**src/hw/axi_copy_defines.svh**
```systemverilog
`ifndef AXI_COPY_DEFINES_SVH
`define AXI_COPY_DEFINES_SVH

// AXI port widths
`define ADDR_WIDTH 32
`define DATA_WIDTH 32
`define ID_WIDTH 1

// Beats per burst, fixed for every AR and AW
`define BURST_LEN 8

// Beat buffer between reader and writer, two bursts deep
`define FIFO_DEPTH 16

// Level count must hold FIFO_DEPTH itself
`define LEVEL_WIDTH 5

`endif

```
**src/hw/axi_copy_pkg.sv**
```systemverilog
package axi_copy_pkg;

	////////////////////////////////////////////////////////////////////////////
	// FSM states
	////////////////////////////////////////////////////////////////////////////

	typedef enum logic [1:0] {
		RD_IDLE,
		RD_ADDR,
		RD_DATA
	} rd_state_t;

	typedef enum logic [2:0] {
		WR_IDLE,
		WR_WAIT_DATA,
		WR_ADDR,
		WR_DATA,
		WR_RESP
	} wr_state_t;

	////////////////////////////////////////////////////////////////////////////
	// AXI encodings
	////////////////////////////////////////////////////////////////////////////

	// xRESP codes
	localparam logic [1:0] RESP_OKAY = 2'b00;
	localparam logic [1:0] RESP_SLVERR = 2'b10;

	// AxBURST and AxSIZE, 4 bytes per beat
	localparam logic [1:0] BURST_INCR = 2'b01;
	localparam logic [2:0] SIZE_WORD = 3'b010;

	// Fixed attributes on both address channels
	localparam logic LOCK_NORMAL = 1'b0;
	localparam logic [3:0] CACHE_DEFAULT = 4'b0011;
	localparam logic [2:0] PROT_DEFAULT = 3'b000;
	localparam logic [3:0] QOS_NONE = 4'b0000;

endpackage

```
**src/hw/axi_burst_reader.sv**
```systemverilog
`timescale 1ns/1ps
`include "axi_copy_defines.svh"

module axi_burst_reader (
	input logic clk,
	input logic rst,

	// Job control
	input logic go,
	input logic [`ADDR_WIDTH-1:0] src_addr,
	input logic [7:0] num_bursts,
	output logic rd_done,
	output logic rd_err,

	// FIFO fill level, used for the room check
	input logic [`LEVEL_WIDTH-1:0] level,

	// AR channel
	output logic [`ADDR_WIDTH-1:0] m_axi_araddr,
	output logic [7:0] m_axi_arlen,
	output logic m_axi_arvalid,
	input logic m_axi_arready,

	// R channel
	input logic [`DATA_WIDTH-1:0] m_axi_rdata,
	input logic [`ID_WIDTH-1:0] m_axi_rid,
	input logic [1:0] m_axi_rresp,
	input logic m_axi_rlast,
	input logic m_axi_rvalid,
	output logic m_axi_rready,

	// Beats toward the FIFO
	output logic push,
	output logic [`DATA_WIDTH-1:0] push_data
);
	import axi_copy_pkg::*;

	localparam logic [`ADDR_WIDTH-1:0] BURST_BYTES =
		`ADDR_WIDTH'(`BURST_LEN * (`DATA_WIDTH / 8));
	// Highest level that still leaves a whole burst of free entries
	localparam logic [`LEVEL_WIDTH-1:0] ROOM_LIMIT = `LEVEL_WIDTH'(`FIFO_DEPTH - `BURST_LEN);

	rd_state_t state;
	logic [`ADDR_WIDTH-1:0] addr_q;
	logic [7:0] bursts_left;
	logic err_q;
	logic room;
	logic beat_bad;

	assign room = (level <= ROOM_LIMIT);

	// Every beat is forwarded, rready only rises in the data state
	assign push = m_axi_rvalid && m_axi_rready;
	assign push_data = m_axi_rdata;

	// Any ID other than zero is as bad as an error response
	assign beat_bad = push && ((m_axi_rresp != RESP_OKAY) || (m_axi_rid != '0));

	assign rd_done = push && m_axi_rlast && (bursts_left == 8'd1);
	assign rd_err = err_q || beat_bad;

	assign m_axi_araddr = addr_q;
	assign m_axi_arlen = 8'(`BURST_LEN - 1);

	always_ff @(posedge clk) begin
		if (rst) begin
			state <= RD_IDLE;
			m_axi_arvalid <= 1'b0;
			m_axi_rready <= 1'b0;
			err_q <= 1'b0;
		end else begin
			case (state)
				RD_IDLE: begin
					if (go) begin
						err_q <= 1'b0;
						state <= RD_ADDR;
					end
				end
				RD_ADDR: begin
					// Level can only fall here, so arvalid stays up once raised
					if (!m_axi_arvalid && room) begin
						m_axi_arvalid <= 1'b1;
					end else if (m_axi_arvalid && m_axi_arready) begin
						m_axi_arvalid <= 1'b0;
						m_axi_rready <= 1'b1;
						state <= RD_DATA;
					end
				end
				RD_DATA: begin
					if (beat_bad) begin
						err_q <= 1'b1;
					end
					if (push && m_axi_rlast) begin
						m_axi_rready <= 1'b0;
						state <= (bursts_left == 8'd1) ? RD_IDLE : RD_ADDR;
					end
				end
				default: begin
					state <= RD_IDLE;
				end
			endcase
		end
	end

	// Burst address and count, loaded at go
	always_ff @(posedge clk) begin
		if (state == RD_IDLE && go) begin
			addr_q <= src_addr;
			bursts_left <= num_bursts;
		end else if (push && m_axi_rlast) begin
			addr_q <= addr_q + BURST_BYTES;
			bursts_left <= bursts_left - 8'd1;
		end
	end

endmodule

```
**src/hw/axi_burst_writer.sv**
```systemverilog
`timescale 1ns/1ps
`include "axi_copy_defines.svh"

module axi_burst_writer (
	input logic clk,
	input logic rst,

	// Job control
	input logic go,
	input logic [`ADDR_WIDTH-1:0] dst_addr,
	input logic [7:0] num_bursts,
	output logic wr_done,
	output logic wr_err,

	// FIFO read side
	input logic [`LEVEL_WIDTH-1:0] level,
	input logic [`DATA_WIDTH-1:0] pop_data,
	output logic pop,

	// AW channel
	output logic [`ADDR_WIDTH-1:0] m_axi_awaddr,
	output logic [7:0] m_axi_awlen,
	output logic m_axi_awvalid,
	input logic m_axi_awready,

	// W channel
	output logic [`DATA_WIDTH-1:0] m_axi_wdata,
	output logic m_axi_wlast,
	output logic m_axi_wvalid,
	input logic m_axi_wready,

	// B channel
	input logic [`ID_WIDTH-1:0] m_axi_bid,
	input logic [1:0] m_axi_bresp,
	input logic m_axi_bvalid,
	output logic m_axi_bready
);
	import axi_copy_pkg::*;

	localparam int BEAT_WIDTH = $clog2(`BURST_LEN);
	localparam logic [`ADDR_WIDTH-1:0] BURST_BYTES =
		`ADDR_WIDTH'(`BURST_LEN * (`DATA_WIDTH / 8));
	localparam logic [`LEVEL_WIDTH-1:0] BURST_LEVEL = `LEVEL_WIDTH'(`BURST_LEN);

	wr_state_t state;
	logic [`ADDR_WIDTH-1:0] addr_q;
	logic [7:0] bursts_left;
	logic [BEAT_WIDTH-1:0] beat_cnt;
	logic err_q;
	logic b_fire;
	logic resp_bad;

	// A W beat transfer takes the FIFO head
	assign pop = m_axi_wvalid && m_axi_wready;
	assign m_axi_wdata = pop_data;
	assign m_axi_wlast = (beat_cnt == BEAT_WIDTH'(`BURST_LEN - 1));

	assign b_fire = m_axi_bvalid && m_axi_bready;
	assign resp_bad = b_fire && ((m_axi_bresp != RESP_OKAY) || (m_axi_bid != '0));

	assign wr_done = b_fire && (bursts_left == 8'd1);
	assign wr_err = err_q || resp_bad;

	assign m_axi_awaddr = addr_q;
	assign m_axi_awlen = 8'(`BURST_LEN - 1);

	always_ff @(posedge clk) begin
		if (rst) begin
			state <= WR_IDLE;
			m_axi_awvalid <= 1'b0;
			m_axi_wvalid <= 1'b0;
			m_axi_bready <= 1'b0;
			err_q <= 1'b0;
		end else begin
			case (state)
				WR_IDLE: begin
					if (go) begin
						err_q <= 1'b0;
						state <= WR_WAIT_DATA;
					end
				end
				WR_WAIT_DATA: begin
					// Whole burst buffered, so W never starves mid-burst
					if (level >= BURST_LEVEL) begin
						m_axi_awvalid <= 1'b1;
						state <= WR_ADDR;
					end
				end
				WR_ADDR: begin
					if (m_axi_awready) begin
						m_axi_awvalid <= 1'b0;
						m_axi_wvalid <= 1'b1;
						state <= WR_DATA;
					end
				end
				WR_DATA: begin
					if (pop && m_axi_wlast) begin
						m_axi_wvalid <= 1'b0;
						m_axi_bready <= 1'b1;
						state <= WR_RESP;
					end
				end
				WR_RESP: begin
					if (b_fire) begin
						m_axi_bready <= 1'b0;
						err_q <= err_q || resp_bad;
						state <= (bursts_left == 8'd1) ? WR_IDLE : WR_WAIT_DATA;
					end
				end
				default: begin
					state <= WR_IDLE;
				end
			endcase
		end
	end

	// Address, burst count and beat count
	always_ff @(posedge clk) begin
		if (state == WR_IDLE && go) begin
			addr_q <= dst_addr;
			bursts_left <= num_bursts;
		end else if (b_fire) begin
			addr_q <= addr_q + BURST_BYTES;
			bursts_left <= bursts_left - 8'd1;
		end
		if (m_axi_awvalid && m_axi_awready) begin
			beat_cnt <= '0;
		end else if (pop) begin
			beat_cnt <= beat_cnt + 1'b1;
		end
	end

endmodule

```
**src/hw/axi_copy_engine.sv**
```systemverilog
`timescale 1ns/1ps
`include "axi_copy_defines.svh"

module axi_copy_engine (
	input logic clk,
	input logic rst,

	// Job control
	input logic start,
	input logic [`ADDR_WIDTH-1:0] src_addr,
	input logic [`ADDR_WIDTH-1:0] dst_addr,
	input logic [7:0] num_bursts,
	output logic busy,
	output logic done,
	output logic error,

	// AW channel
	output logic [`ID_WIDTH-1:0] m_axi_awid,
	output logic [`ADDR_WIDTH-1:0] m_axi_awaddr,
	output logic [7:0] m_axi_awlen,
	output logic [2:0] m_axi_awsize,
	output logic [1:0] m_axi_awburst,
	output logic m_axi_awlock,
	output logic [3:0] m_axi_awcache,
	output logic [2:0] m_axi_awprot,
	output logic [3:0] m_axi_awqos,
	output logic m_axi_awvalid,
	input logic m_axi_awready,
	// W channel
	output logic [`DATA_WIDTH-1:0] m_axi_wdata,
	output logic [`DATA_WIDTH/8-1:0] m_axi_wstrb,
	output logic m_axi_wlast,
	output logic m_axi_wvalid,
	input logic m_axi_wready,
	// B channel
	input logic [`ID_WIDTH-1:0] m_axi_bid,
	input logic [1:0] m_axi_bresp,
	input logic m_axi_bvalid,
	output logic m_axi_bready,
	// AR channel
	output logic [`ID_WIDTH-1:0] m_axi_arid,
	output logic [`ADDR_WIDTH-1:0] m_axi_araddr,
	output logic [7:0] m_axi_arlen,
	output logic [2:0] m_axi_arsize,
	output logic [1:0] m_axi_arburst,
	output logic m_axi_arlock,
	output logic [3:0] m_axi_arcache,
	output logic [2:0] m_axi_arprot,
	output logic [3:0] m_axi_arqos,
	output logic m_axi_arvalid,
	input logic m_axi_arready,
	// R channel
	input logic [`DATA_WIDTH-1:0] m_axi_rdata,
	input logic [`ID_WIDTH-1:0] m_axi_rid,
	input logic [1:0] m_axi_rresp,
	input logic m_axi_rlast,
	input logic m_axi_rvalid,
	output logic m_axi_rready
);
	import axi_copy_pkg::*;

	logic go;
	logic push;
	logic pop;
	logic [`DATA_WIDTH-1:0] push_data;
	logic [`DATA_WIDTH-1:0] pop_data;
	logic [`LEVEL_WIDTH-1:0] level;
	logic rd_done;
	logic rd_err;
	logic wr_done;
	logic wr_err;

	////////////////////////////////////////////////////////////////////////////
	// Fixed fields of the combined port
	////////////////////////////////////////////////////////////////////////////

	assign m_axi_awid = '0;
	assign m_axi_awsize = SIZE_WORD;
	assign m_axi_awburst = BURST_INCR;
	assign m_axi_awlock = LOCK_NORMAL;
	assign m_axi_awcache = CACHE_DEFAULT;
	assign m_axi_awprot = PROT_DEFAULT;
	assign m_axi_awqos = QOS_NONE;
	assign m_axi_wstrb = '1;

	assign m_axi_arid = '0;
	assign m_axi_arsize = SIZE_WORD;
	assign m_axi_arburst = BURST_INCR;
	assign m_axi_arlock = LOCK_NORMAL;
	assign m_axi_arcache = CACHE_DEFAULT;
	assign m_axi_arprot = PROT_DEFAULT;
	assign m_axi_arqos = QOS_NONE;

	////////////////////////////////////////////////////////////////////////////
	// Job control
	////////////////////////////////////////////////////////////////////////////

	// Start while busy is dropped
	assign go = start && !busy;

	// Writer finishes last, after every read beat has been drained
	always_ff @(posedge clk) begin
		if (rst) begin
			busy <= 1'b0;
			done <= 1'b0;
			error <= 1'b0;
		end else begin
			done <= wr_done;
			if (go) begin
				busy <= 1'b1;
			end else if (wr_done) begin
				busy <= 1'b0;
			end
			if (go) begin
				error <= 1'b0;
			end else if ((rd_done && rd_err) || (wr_done && wr_err)) begin
				error <= 1'b1;
			end
		end
	end

	////////////////////////////////////////////////////////////////////////////
	// Read half, beat buffer, write half
	////////////////////////////////////////////////////////////////////////////

	axi_burst_reader u_reader (
		.clk(clk),
		.rst(rst),
		.go(go),
		.src_addr(src_addr),
		.num_bursts(num_bursts),
		.rd_done(rd_done),
		.rd_err(rd_err),
		.level(level),
		.m_axi_araddr(m_axi_araddr),
		.m_axi_arlen(m_axi_arlen),
		.m_axi_arvalid(m_axi_arvalid),
		.m_axi_arready(m_axi_arready),
		.m_axi_rdata(m_axi_rdata),
		.m_axi_rid(m_axi_rid),
		.m_axi_rresp(m_axi_rresp),
		.m_axi_rlast(m_axi_rlast),
		.m_axi_rvalid(m_axi_rvalid),
		.m_axi_rready(m_axi_rready),
		.push(push),
		.push_data(push_data)
	);

	burst_fifo u_fifo (
		.clk(clk),
		.rst(rst),
		.push(push),
		.push_data(push_data),
		.pop(pop),
		.pop_data(pop_data),
		.level(level)
	);

	axi_burst_writer u_writer (
		.clk(clk),
		.rst(rst),
		.go(go),
		.dst_addr(dst_addr),
		.num_bursts(num_bursts),
		.wr_done(wr_done),
		.wr_err(wr_err),
		.level(level),
		.pop_data(pop_data),
		.pop(pop),
		.m_axi_awaddr(m_axi_awaddr),
		.m_axi_awlen(m_axi_awlen),
		.m_axi_awvalid(m_axi_awvalid),
		.m_axi_awready(m_axi_awready),
		.m_axi_wdata(m_axi_wdata),
		.m_axi_wlast(m_axi_wlast),
		.m_axi_wvalid(m_axi_wvalid),
		.m_axi_wready(m_axi_wready),
		.m_axi_bid(m_axi_bid),
		.m_axi_bresp(m_axi_bresp),
		.m_axi_bvalid(m_axi_bvalid),
		.m_axi_bready(m_axi_bready)
	);

endmodule

```
**src/hw/burst_fifo.sv**
```systemverilog
`timescale 1ns/1ps
`include "axi_copy_defines.svh"

module burst_fifo (
	input logic clk,
	input logic rst,

	// Write side, from the reader
	input logic push,
	input logic [`DATA_WIDTH-1:0] push_data,

	// Read side, head is shown combinationally
	input logic pop,
	output logic [`DATA_WIDTH-1:0] pop_data,

	output logic [`LEVEL_WIDTH-1:0] level
);
	localparam int PTR_WIDTH = $clog2(`FIFO_DEPTH);

	logic [`DATA_WIDTH-1:0] mem [`FIFO_DEPTH];
	logic [PTR_WIDTH-1:0] wr_ptr;
	logic [PTR_WIDTH-1:0] rd_ptr;

	assign pop_data = mem[rd_ptr];

	// Storage, no reset needed
	always_ff @(posedge clk) begin
		if (push) begin
			mem[wr_ptr] <= push_data;
		end
	end

	// Pointers wrap on their own, depth is a power of two
	always_ff @(posedge clk) begin
		if (rst) begin
			wr_ptr <= '0;
			rd_ptr <= '0;
			level <= '0;
		end else begin
			if (push) begin
				wr_ptr <= wr_ptr + 1'b1;
			end
			if (pop) begin
				rd_ptr <= rd_ptr + 1'b1;
			end
			case ({push, pop})
				2'b10: level <= level + 1'b1;
				2'b01: level <= level - 1'b1;
				default: level <= level;
			endcase
		end
	end

endmodule

```
**config.mk**
```make
export PLATFORM = sky130hd
export DESIGN_NAME = axi_copy_engine
export DESIGN_NICKNAME = d
export VERILOG_FILES = /design/src/hw/axi_copy_pkg.sv /design/src/hw/axi_burst_reader.sv /design/src/hw/axi_burst_writer.sv /design/src/hw/axi_copy_engine.sv /design/src/hw/burst_fifo.sv
export VERILOG_INCLUDE_DIRS = /design/src /design/src/hw
export SDC_FILE = /design/constraint.sdc
export NUM_CORES = 1
export LEC_CHECK = 0
export BUFFER_PORTS_ARGS = -buffer_cell sky130_fd_sc_hd__buf_2
export CAP_MARGIN = 10
export CORE_MARGIN = 3
export CORE_UTILIZATION = 43
export DETAILED_ROUTE_END_ITERATION = 10
export PLACE_DENSITY_LB_ADDON = 0.15
export SYNTH_ARGS = -nofsm -noshare
export SYNTH_HDL_FRONTEND = slang
export SYNTH_SLANG_ARGS = --single-unit
```
**constraint.sdc**
```tcl
create_clock -name clk -period 4.73 [get_ports clk]
set_input_delay 0.2365 -clock clk [delete_from_list [all_inputs] [get_ports clk]]
set_output_delay 0.2365 -clock clk [all_outputs]
set_load 0.005 [all_outputs]
```
Yosys cells after proc, flatten, opt, wreduce, memory -nomap -nowiden:

Memories as Yosys holds them, arrays and structs flattened. A register that Yosys moved wholly into a read port is not among the register bits.
Index checks and enable logic that the tools add are counted.

* bits of input ports: 119
* output and inout bits: 161
* word-level logic and storage cells: 150
* bits in writable memories: 512
* bits in latches: 0
* memories: 1
* bits in registers: 111
* memory bits (read-only): 0

Memory list
* u_fifo.mem: depth 16, width 32, read ports 1, clocked after Yosys merged registers in 1, write ports 1, RTL line burst_fifo.sv:20 `` logic [`DATA_WIDTH-1:0] mem [`FIFO_DEPTH]; ``

* multiplexer cells: 48
* add/subtract/negate cells: 9
* equality and inequality tests: 21
* $lt $le $gt $ge: 2
* divide/modulo/power cells: 0
* shift-type cells: 0
* reductions and logical operators: 49
* $mul: 0
* bitwise logic cells: 0

Operator list (number)
* 32-bit 2-to-1 mux: 4
* 32-bit by 6-bit adder with 32-bit output (second input constant): 2
* 8-bit 2-to-1 mux: 4
* 2-bit nonzero test: 13
* 1-bit 2-to-1 mux: 20
* 1-bit logical AND: 17
* 8-bit by 1-bit equality test with 1-bit output (second input constant): 2
* 8-bit by 1-bit subtractor with 8-bit output (second input constant): 2
* 3-bit 2-to-1 mux: 5
* 3-bit one-hot mux with 5 select lines: 1
* 3-bit AND reduction: 5
* 2-bit by 1-bit != test with 1-bit output (second input constant): 7
* 1-bit one-hot mux with 2 select lines: 6
* 5-bit one-hot mux with 2 select lines: 1
* 4-bit by 1-bit adder with 4-bit output (second input constant): 2
* 2-bit 2-to-1 mux: 4
* 4-bit 2-to-1 mux: 2
* 4-bit AND reduction: 2
* 3-bit by 2-bit equality test with 1-bit output (second input constant): 2
* 3-bit equality test (second input constant): 2
* 2-bit != test (second input constant): 3
* 2-bit one-hot mux with 3 select lines: 1
* 5-bit by 1-bit adder with 5-bit output (second input constant): 1
* 5-bit by 4-bit >= comparator with 1-bit output (second input constant): 1
* other kinds (13): 20

Depth between registers and ports, before layout:

Gate-level depths: netlist of the first run.

* depth after elaboration: 6
* depth in mapped cells: 12
* mapped depth without buffers: 10

By module:

Synthesis of the first run repeated with hierarchy kept, for this count alone.

* cell total of the unflattened synthesis: 1583
* area total of the unflattened synthesis: 26425.3 µm²

By module, submodules not included
* burst_fifo: area an instance 20020.5 µm², cells an instance 890, times used 1
* axi_burst_writer: area an instance 3128.0 µm², cells an instance 340, times used 1
* axi_burst_reader: area an instance 2860.2 µm², cells an instance 302, times used 1
* axi_copy_engine: area an instance 416.6 µm², cells an instance 51, times used 1

Worst setup path before layout of the first run:

OpenSTA, ideal clock, no wires.

* path kind: register -> register
* from: reg u_reader.m_axi_rready
* to: mem u_fifo.mem[3][0] in the netlist's numbering (enable)
* setup time: 0.461 ns
* period minus slack after synthesis: 3.690 ns
* data required time: 4.269 ns
* setup slack: 1.040 ns
* stages on the path, launching flop included: 5
* arrival: 3.229 ns
* path through: dfxtp_1 > and2_1 > buf_1 > nand2_1 > nor3_1

* cells in the longest elaborated chain, start to end: 3

Ends and longest elaborated chain
* start, declared: RTL line axi_burst_reader.sv:30 `output logic m_axi_rready,`
* start signal, assigned: RTL line axi_burst_reader.sv:69 `m_axi_rready <= 1'b0;`
* start signal, assigned: RTL line axi_burst_reader.sv:85 `m_axi_rready <= 1'b1;`
* start signal, assigned: RTL line axi_burst_reader.sv:94 `m_axi_rready <= 1'b0;`
* 1-bit logical AND: RTL line axi_burst_reader.sv:53 `assign push = m_axi_rvalid && m_axi_rready;`
* 1-bit 2-to-1 mux: RTL line burst_fifo.sv:28 `if (push) begin`
* 1-bit 2-to-1 mux (implied by the code): RTL line burst_fifo.sv:29 `mem[wr_ptr] <= push_data;`
* end, declared: RTL line burst_fifo.sv:20

No other way between the ends.

==> results_tabular.tex, run 1 <==
\begin{tabular}{lr}
\hline
Metric & Value \\
\hline
\multicolumn{2}{l}{\textbf{Outcome}} \\
Run status & finished clean \\
\multicolumn{2}{l}{\textbf{Power and ir drop}} \\
Static power due to leakage & between 10 and 15 nW \\
Max VDD drop & between 0.0002 and 0.0003 V \\
P per Cell Area & 379 nW/um2 \\
Total power & 11.8 mW \\
\multicolumn{2}{l}{\textbf{Layout}} \\
Fraction of layout instances using a drive strength above 1 & 0.267 \\
Net count, final & 1925 \\
Filler Cells Inserted & 4850 \\
Layout Area Growth over Synthesis & 19.2\% \\
Final Core Density & 0.523 \\
Non-filler cells in the finished layout & 2611 \\
Post-route cell area & 31100 um2 \\
Diode insertion count for antenna repair & 0 \\
\multicolumn{2}{l}{\textbf{Setup path}} \\
Critical Path Slowest Stage Cell & sky130\_fd\_sc\_hd\_\_dfxtp\_4 \\
Worst Path Required & 4.49 ns \\
Cell breakdown of the critical path & buf\_4 -> mux4\_1 -> mux4\_2 -> buf\_2 \\
Cell type group with the largest total delay on the critical path & multiplexers \\
Largest fanout on the critical path & 38 \\
Nature of the critical path startpoint & flip-flop \\
Sort of element at the end of the critical path & output pin \\
Worst path buffer plus inverter count & 2 \\
Crit path kind & flip-flop to output pin \\
WP data arrival & 3.21 ns \\
Crit-path max cell delay & 0.88 ns \\
\multicolumn{2}{l}{\textbf{Die}} \\
Core ar. & 59500 um2 \\
Io pins & 280 \\
Height of the die & $\sim$250 um \\
Number of rows in the core area & 89 \\
Die X-Extent & 252 um \\
Initial core utilization & 0.439 \\
Die area & 63700 um2 \\
\multicolumn{2}{l}{\textbf{Global route}} \\
Number of global-route vias before repair & 14600 \\
Overall overflow remaining after global route & 0 \\
Maximum number of pins on one net before global-route repair & 68 \\
First-pass GRT wire length & 89.5 mm \\
Global router's overall resource usage & 0.187 \\
Initial antenna violation count & 0 \\
\multicolumn{2}{l}{\textbf{Route}} \\
Via count normalized by instance count & roughly 5.3 \\
Iteration-0 DRC count of the detailed router & about 830 \\
Avg WL per Cell & 22.5 um \\
Router iterations before antenna repair & 5 \\
Routed wire length & 58.8 mm \\
Via total after detailed routing & approximately 14000 \\
DR DRC count & 0 \\
Antenna-violating nets left & 0 \\
\multicolumn{2}{l}{\textbf{Timing}} \\
Final worst path period share & 0.728 \\
Setup TNS & 0 ns \\
Hold slack & 0.0391 ns \\
Final WS setup & approximately 1.3 ns \\
Number of pins with negative max-slew slack in the final report & 0 \\
Remaining max-slew budget at the tightest pin & 0.178 \\
Upper clock frequency limit & 0.290 GHz \\
Skew final & 0.0170 ns \\
Count of endpoints failing hold in the final timing report & 0 \\
Setup repair after global routing missed its margin & false \\
Worst-Margin Slew & around 1.2 ns \\
Final setup violation count & 0 \\
Clock period minus worst slack & approximately 3.4 ns \\
\multicolumn{2}{l}{\textbf{Yosys}} \\
Post-synth top area share & 0.681 \\
Most used standard cell by instance count after synthesis & sky130\_fd\_sc\_hd\_\_edfxtp\_1 \\
Leading register cell type out of synthesis & sky130\_fd\_sc\_hd\_\_edfxtp\_1 \\
Distinct cell type count after synthesis & 50 \\
Average footprint of a synthesized cell & 18.4 um2 \\
Sequential area share after synthesis & 0.708 \\
Yosys warns & 0 \\
Share of flip-flops with an asynchronous set or reset after synthesis & 0 \\
Flip-flop and latch count after synthesis & 627 \\
Cell type with the largest total area after synthesis & sky130\_fd\_sc\_hd\_\_edfxtp\_1 \\
Top post-synthesis cells by area & sky130\_fd\_sc\_hd\_\_edfxtp\_1 68\%, sky130\_fd\_sc\_hd\_\_mux4\_2 11\%, sky130\_fd\_sc\_hd\_\_mux4\_1 3.8\%, sky130\_fd\_sc\_hd\_\_dfxtp\_1 2.7\%, sky130\_fd\_sc\_hd\_\_buf\_4 1.6\% \\
Number of enable-type register cells in the synthesized netlist & 592 \\
Total standard cell area after synthesis & 26100 um2 \\
Syn Inst Count & 1417 \\
Most numerous cell types in the synthesized netlist & 592 x sky130\_fd\_sc\_hd\_\_edfxtp\_1, 122 x sky130\_fd\_sc\_hd\_\_mux4\_2, 109 x sky130\_fd\_sc\_hd\_\_nand2\_1 \\
\multicolumn{2}{l}{\textbf{Run}} \\
Number of maximum-capacitance violations & 0 \\
\multicolumn{2}{l}{\textbf{Placed design}} \\
Dpl hpwl & 33.4 mm \\
Final estimated routing congestion in global placement & 0.766 \\
Number of placed instances with taps included & approximately 2400 \\
Worst setup timing slack at the placement stage & about 1.8 ns \\
Count of port buffers added during placement & approximately 220 \\
Placed Area & 27900 um2 \\
\multicolumn{2}{l}{\textbf{Clocking}} \\
Sinks on the clock net & 627 \\
Clock transition at the register clock pins on the worst setup and hold paths after CTS & 0.06 ns \\
Clock latency of the later-clocked register in the worst-skew pair & $\sim$0.59 ns \\
H-tree levels & 3 \\
TritonCTS clock tree & done \\
Clock root buffer & sky130\_fd\_sc\_hd\_\_clkbuf\_16 \\
Post-CTS sizing & 0 \\
CTS Buffer Depth & 3 \\
TritonCTS buffer count & 69 \\
\multicolumn{2}{l}{\textbf{Hold path}} \\
Hold Crit Class & input pin to flip-flop \\
\hline
\end{tabular}
## layout by cell type, fill, tap and decap left out, types with 35 or more instances in the layout
cell	n
sky130_fd_sc_hd__a21oi_1	35
sky130_fd_sc_hd__buf_2	223
sky130_fd_sc_hd__clkbuf_16	70
sky130_fd_sc_hd__conb_1	56
sky130_fd_sc_hd__dlygate4sd3_1	112
sky130_fd_sc_hd__edfxtp_1	592
sky130_fd_sc_hd__mux4_1	38
sky130_fd_sc_hd__mux4_2	122
sky130_fd_sc_hd__nand2_1	109
sky130_fd_sc_hd__nor2_1	50
sky130_fd_sc_hd__o21ai_0	59
sky130_fd_sc_hd__xor2_1	47
## metal layers
metal  track usage  part of all wire  vias up
met5             0                 0        -
met4        0.0583             0.021        0
met3        0.0344             0.047       95
met2         0.315              0.50      356
met1         0.250              0.43     7147
li1              -                 -     6290
## tightest hold or removal path, stage by stage
cell                       delay, ns
sky130_fd_sc_hd__buf_2          0.09
sky130_fd_sc_hd__o311ai_0       0.12
sky130_fd_sc_hd__a21oi_1        0.15
## cells by family after synthesis
kind of cell,synth area share
compound gates,0.0228
xor+xnor,0.0238
fa+ha+maj,0.00767
buf+inv,0.0382
flops,0.708
mux,0.145
other cells,0.000288
simple gates,0.0537
## sequential cells by signal, summed over array words and instances, names as in the netlist, 2 cells and up, named ones only
| register | flops |
|---|---|
| u_fifo.mem | 512 |
| u_reader.m_axi_araddr | 32 |
| u_writer.m_axi_awaddr | 32 |
| u_reader.bursts_left | 8 |
| u_writer.bursts_left | 8 |
| u_fifo.level | 5 |
| u_fifo.rd_ptr | 4 |
| u_fifo.wr_ptr | 4 |
| u_writer.beat_cnt | 3 |
| u_writer.state | 3 |
| u_reader.state | 2 |
## report_power, final
group | switching, mW | internal (mW) | leakage [nW] | total [mW]
logic | 0.264 | 0.212 | 3.64 | 0.476
clock network | 2.12 | 2.94 | 1.02 | 5.06
registers | 0.0716 | 6.17 | 5.65 | 6.24
total | 2.46 | 9.32 | 10.3 | 11.8
## final timing paths
| path | from | to | slack [ns] | cells after the start |
|---|---|---|---|---|
| max | flip-flop | m_axi_wdata[0] | 1.28 | 4 |
| min reg2reg | u_reader.err_q | u_reader.err_q | 0.47 | 2 |
| min | m_axi_rresp[0] | u_reader.err_q | 0.04 | 3 |
| max reg2reg | u_writer.m_axi_wvalid | u_fifo.level[4] | 1.96 | 9 |
## layout make-up
| class | instances | area [um2] | area share |
|---|---|---|---|
| multi-input cells | 711 | 6930 | 0.223 |
| repair buffers | 367 | 2550 | 0.0821 |
| well taps | 773 | 967 | 0.0311 |
| clock buffers | 88 | 1860 | 0.0598 |
| inverters | 14 | 52.6 | 0.00169 |
| clock inverters | 31 | 244 | 0.00785 |
| flip-flops and latches | 627 | 18500 | 0.595 |
## timing repair
item / CTS / global route
hold buffers: 112 / 0
buffers inserted: 0 / 0
hold endpoints to repair: 537 / 0
Power figures use the tool's default switching activity.
==> run 2: changes to the inputs <==
- ABC_AREA: unset -> 1
- clock period: 4.73 -> 3.55 ns (I/O delays scaled with it)
==> results_tabular.tex, run 2 <==
\begin{tabular}{lr}
\hline
Metric & Value \\
\hline
\multicolumn{2}{l}{\textbf{Setup path}} \\
WP data arrival & 2.48 ns \\
Reg-to-reg setup timing slack & 1.18 ns \\
Crit path kind & flip-flop to output pin \\
Largest fanout on the critical path & 112 \\
Nature of the critical path startpoint & flip-flop \\
Sort of element at the end of the critical path & output pin \\
FF-to-FF path depth & 6 \\
Destination of the worst register-to-register timing path & u\_fifo.mem[1][24] \\
Reg2Reg Launch Point & u\_reader.m\_axi\_rready \\
Worst Path Required & 3.37 ns \\
\multicolumn{2}{l}{\textbf{Timing}} \\
Setup TNS & 0 ns \\
Number of pins with negative max-slew slack in the final report & 0 \\
Upper clock frequency limit & 0.376 GHz \\
Final setup violation count & 0 \\
Count of endpoints failing hold in the final timing report & 0 \\
Final worst path period share & 0.750 \\
Setup repair after global routing missed its margin & false \\
Skew final & 0.0246 ns \\
Clock period minus worst slack & 2.66 ns \\
Worst-Margin Slew & approximately 1.2 ns \\
Remaining max-slew budget at the tightest pin & 0.204 \\
\multicolumn{2}{l}{\textbf{Layout}} \\
Post-route cell area & approximately 33000 um2 \\
Biggest register & u\_fifo.mem \\
Layout Area Growth over Synthesis & 17.9\% \\
Net count, final & 3039 \\
Flip-flop count of the largest register, all copies and words added & around 500 \\
Fraction of layout instances using a drive strength above 1 & 0.136 \\
Most frequent standard cell in the layout excluding fill and tap cells & sky130\_fd\_sc\_hd\_\_edfxtp\_1 \\
Filler Cells Inserted & 5726 \\
Commonest cells after routing, fill and taps aside & 592 x sky130\_fd\_sc\_hd\_\_edfxtp\_1, 479 x sky130\_fd\_sc\_hd\_\_nand2\_1, 341 x sky130\_fd\_sc\_hd\_\_inv\_1 \\
\multicolumn{2}{l}{\textbf{Hold path}} \\
Hold Crit Class & input pin to flip-flop \\
Worst Hold End & u\_fifo.mem[8][30] \\
Hold Crit Depth & 1 \\
Hold\_sp & m\_axi\_rdata[30] \\
\multicolumn{2}{l}{\textbf{Global route}} \\
Overall overflow remaining after global route & 0 \\
Global router's overall resource usage & 0.203 \\
First-pass GRT wire length & around 110 mm \\
Initial antenna violation count & 2 \\
Maximum number of pins on one net before global-route repair & 113 \\
Number of global-route vias before repair & 18900 \\
\multicolumn{2}{l}{\textbf{Route}} \\
Via total after detailed routing & 19200 \\
Avg WL per Cell & about 18 um \\
DR DRC count & 0 \\
Antenna-violating nets left & 0 \\
Routed wire length & 69.7 mm \\
Iteration-0 DRC count of the detailed router & 1441 \\
Via count normalized by instance count & 5.04 \\
Router iterations before antenna repair & 7 \\
\multicolumn{2}{l}{\textbf{Die}} \\
Initial core utilization & 0.436 \\
Io pins & 280 \\
Number of rows in the core area & 93 \\
Core ar. & 64600 um2 \\
Height of the die & 262 um \\
Die X-Extent & 262 um \\
Die area & slightly below 70000 um2 \\
\multicolumn{2}{l}{\textbf{Yosys}} \\
Most used standard cell by instance count after synthesis & sky130\_fd\_sc\_hd\_\_edfxtp\_1 \\
Yosys warns & 0 \\
Cell type with the largest total area after synthesis & sky130\_fd\_sc\_hd\_\_edfxtp\_1 \\
Fraction of synthesized area in multiplexers & 0 \\
Average footprint of a synthesized cell & 10.9 um2 \\
Total standard cell area after synthesis & $\sim$28000 um2 \\
Top post-synthesis cells by area & sky130\_fd\_sc\_hd\_\_edfxtp\_1 63\%, sky130\_fd\_sc\_hd\_\_nand2\_1 6.4\%, sky130\_fd\_sc\_hd\_\_inv\_1 4.6\%, sky130\_fd\_sc\_hd\_\_nand3\_1 4.2\%, sky130\_fd\_sc\_hd\_\_o211ai\_1 3.4\% \\
Most numerous cell types in the synthesized netlist & 592 x sky130\_fd\_sc\_hd\_\_edfxtp\_1, 479 x sky130\_fd\_sc\_hd\_\_nand2\_1, 342 x sky130\_fd\_sc\_hd\_\_inv\_1 \\
Post-synth top area share & 0.632 \\
Flip-flop and latch count after synthesis & $\sim$630 \\
Leading register cell type out of synthesis & sky130\_fd\_sc\_hd\_\_edfxtp\_1 \\
Sequential area share after synthesis & 0.657 \\
Area fraction in compound gates after synthesis & 0.0956 \\
Distinct cell type count after synthesis & 35 \\
Dominant combinational cell family by area after synthesis & simple AND/OR/NAND/NOR gates \\
Adder-cell share of the synthesized area & 0.00712 \\
Post-Synth Simple-Gate Area & 0.138 \\
Share of flip-flops with an asynchronous set or reset after synthesis & 0 \\
XOR/XNOR Fraction of Synth Area & 0.0115 \\
Syn Inst Count & 2590 \\
Number of enable-type register cells in the synthesized netlist & 592 \\
\multicolumn{2}{l}{\textbf{Clocking}} \\
Sinks on the clock net & approximately 630 \\
Hold Buf Count CTS & 107 \\
CTS Buffer Depth & 3 \\
TritonCTS buffer count & 69 \\
Clock transition at the register clock pins on the worst setup and hold paths after CTS & roughly 0.06 ns \\
Clock latency of the later-clocked register in the worst-skew pair & 0.60 ns \\
Setup Buffers After CTS & 0 \\
Clock root buffer & sky130\_fd\_sc\_hd\_\_clkbuf\_16 \\
Post-CTS sizing & 0 \\
TritonCTS clock tree & done \\
H-tree levels & 3 \\
\multicolumn{2}{l}{\textbf{Run}} \\
Number of maximum-capacitance violations & 0 \\
\multicolumn{2}{l}{\textbf{Power and ir drop}} \\
P per Cell Area & 550 nW/um2 \\
Static power due to leakage & 12.5 nW \\
Max VDD drop & 0.000307 V \\
\multicolumn{2}{l}{\textbf{Placed design}} \\
Dpl hpwl & 43.8 mm \\
Final estimated routing congestion in global placement & 0.843 \\
Count of port buffers added during placement & 223 \\
Placed Area & a little under 30000 um2 \\
\multicolumn{2}{l}{\textbf{Outcome}} \\
Run status & finished clean \\
\hline
\end{tabular}
==> run 2: cell count changes after synthesis, moves of 14 or more <==
cell	previous run	this run
sky130_fd_sc_hd__nand3_1	31	236
sky130_fd_sc_hd__inv_1	12	342
sky130_fd_sc_hd__xor2_1	47	18
sky130_fd_sc_hd__a21oi_1	35	154
sky130_fd_sc_hd__nor2_1	62	146
sky130_fd_sc_hd__o211ai_1	1	128
sky130_fd_sc_hd__o21ai_0	59	81
sky130_fd_sc_hd__mux4_1	38	0
sky130_fd_sc_hd__nand2_1	109	479
sky130_fd_sc_hd__buf_2	4	29
sky130_fd_sc_hd__clkbuf_8	14	0
sky130_fd_sc_hd__buf_6	10	41
sky130_fd_sc_hd__o21ai_1	5	98
sky130_fd_sc_hd__mux4_2	122	0
==> run 2: critical path, cell delays in order, from the launching register on <==
cell,delay [ns]
sky130_fd_sc_hd__dfxtp_4,0.60
sky130_fd_sc_hd__buf_12,0.39
sky130_fd_sc_hd__a21oi_1,0.13
sky130_fd_sc_hd__o21ai_1,0.11
sky130_fd_sc_hd__nand3_1,0.17
sky130_fd_sc_hd__nand3_1,0.21
sky130_fd_sc_hd__nand2_1,0.09
sky130_fd_sc_hd__buf_2,0.13
==> run 2: worst max-delay path by stage <==
| stage | start | endpoint | slack, ns | depth (start not counted) |
|---|---|---|---|---|
| after CTS | flip-flop | m_axi_wdata[0] | 0.87 | 6 |
| after global routing | flip-flop | m_axi_wdata[10] | 0.72 | 7 |
| after floorplan | u_reader.m_axi_rready | u_fifo.mem[0][0] | 1.0 | 4 |
| after detailed placement | u_reader.m_axi_rready | u_fifo.mem[1][17] | 1.12 | 6 |
| after global placement | u_reader.m_axi_rready | u_fifo.mem[1][27] | 1.22 | 6 |
| final | flip-flop | m_axi_wdata[10] | 0.89 | 7 |
==> run 2: layout make-up <==
class	count	area (um2)	share of cell area
Sequential cell	627	18500	0.557
Timing Repair Buffer	368	2600	0.0783
Multi-Input combinational cell	1492	7430	0.224
Tap cell	855	1070	0.0322
Inverter	346	1300	0.0391
Antenna cell	1	2.50	0.0000754
Clock buffer	87	1850	0.0557
Clock inverter	40	447	0.0135
==> run 2: logic make-up after synthesis <==
logic type / Yosys count
flip-flops: 627
XOR/XNOR: 37
other: 2
AND/OR/NAND/NOR: 913
buffers and inverters: 525
AO/OA/AOI/OAI: 470
adder cells (fa/ha/maj): 16
==> run 2: power breakdown <==
| part | switching [mW] | internal, mW |
|---|---|---|
| sequential | 0.305 | 8.46 |
| combinational | 1.42 | 0.864 |
| clock | 2.96 | 4.25 |
| total | 4.68 | 13.6 |
==> run 2: per-layer routing <==
metal | global-route usage | vias to the layer above | wire, um
li1 | - | 9432 | -
met1 | 0.274 | 9266 | 30900
met2 | 0.340 | 441 | 33900
met3 | 0.0290 | 103 | 3210
met4 | 0.0651 | 2 | 1690
met5 | 0 | - | 9
==> run 2: per-stage QoR <==
| stage | util | setup slack [ns] | instances | hold WS, ns | total power [mW] |
|---|---|---|---|---|---|
| finish | 0.514 | 0.888 | 3816 | 0.0115 | 18.3 |
| global route | 0.514 | 0.722 | 3816 | 0.0190 | 19.1 |
| CTS | 0.514 | 0.871 | 3815 | 0.00270 | 18.5 |
| detailed placement | 0.462 | 1.12 | 3581 | 0.450 | 11.1 |
| global placement | 0.462 | 1.22 | 3581 | 0.448 | 11.1 |
| floorplan | - | 0.995 | 2644 | 0.276 | 10.4 |
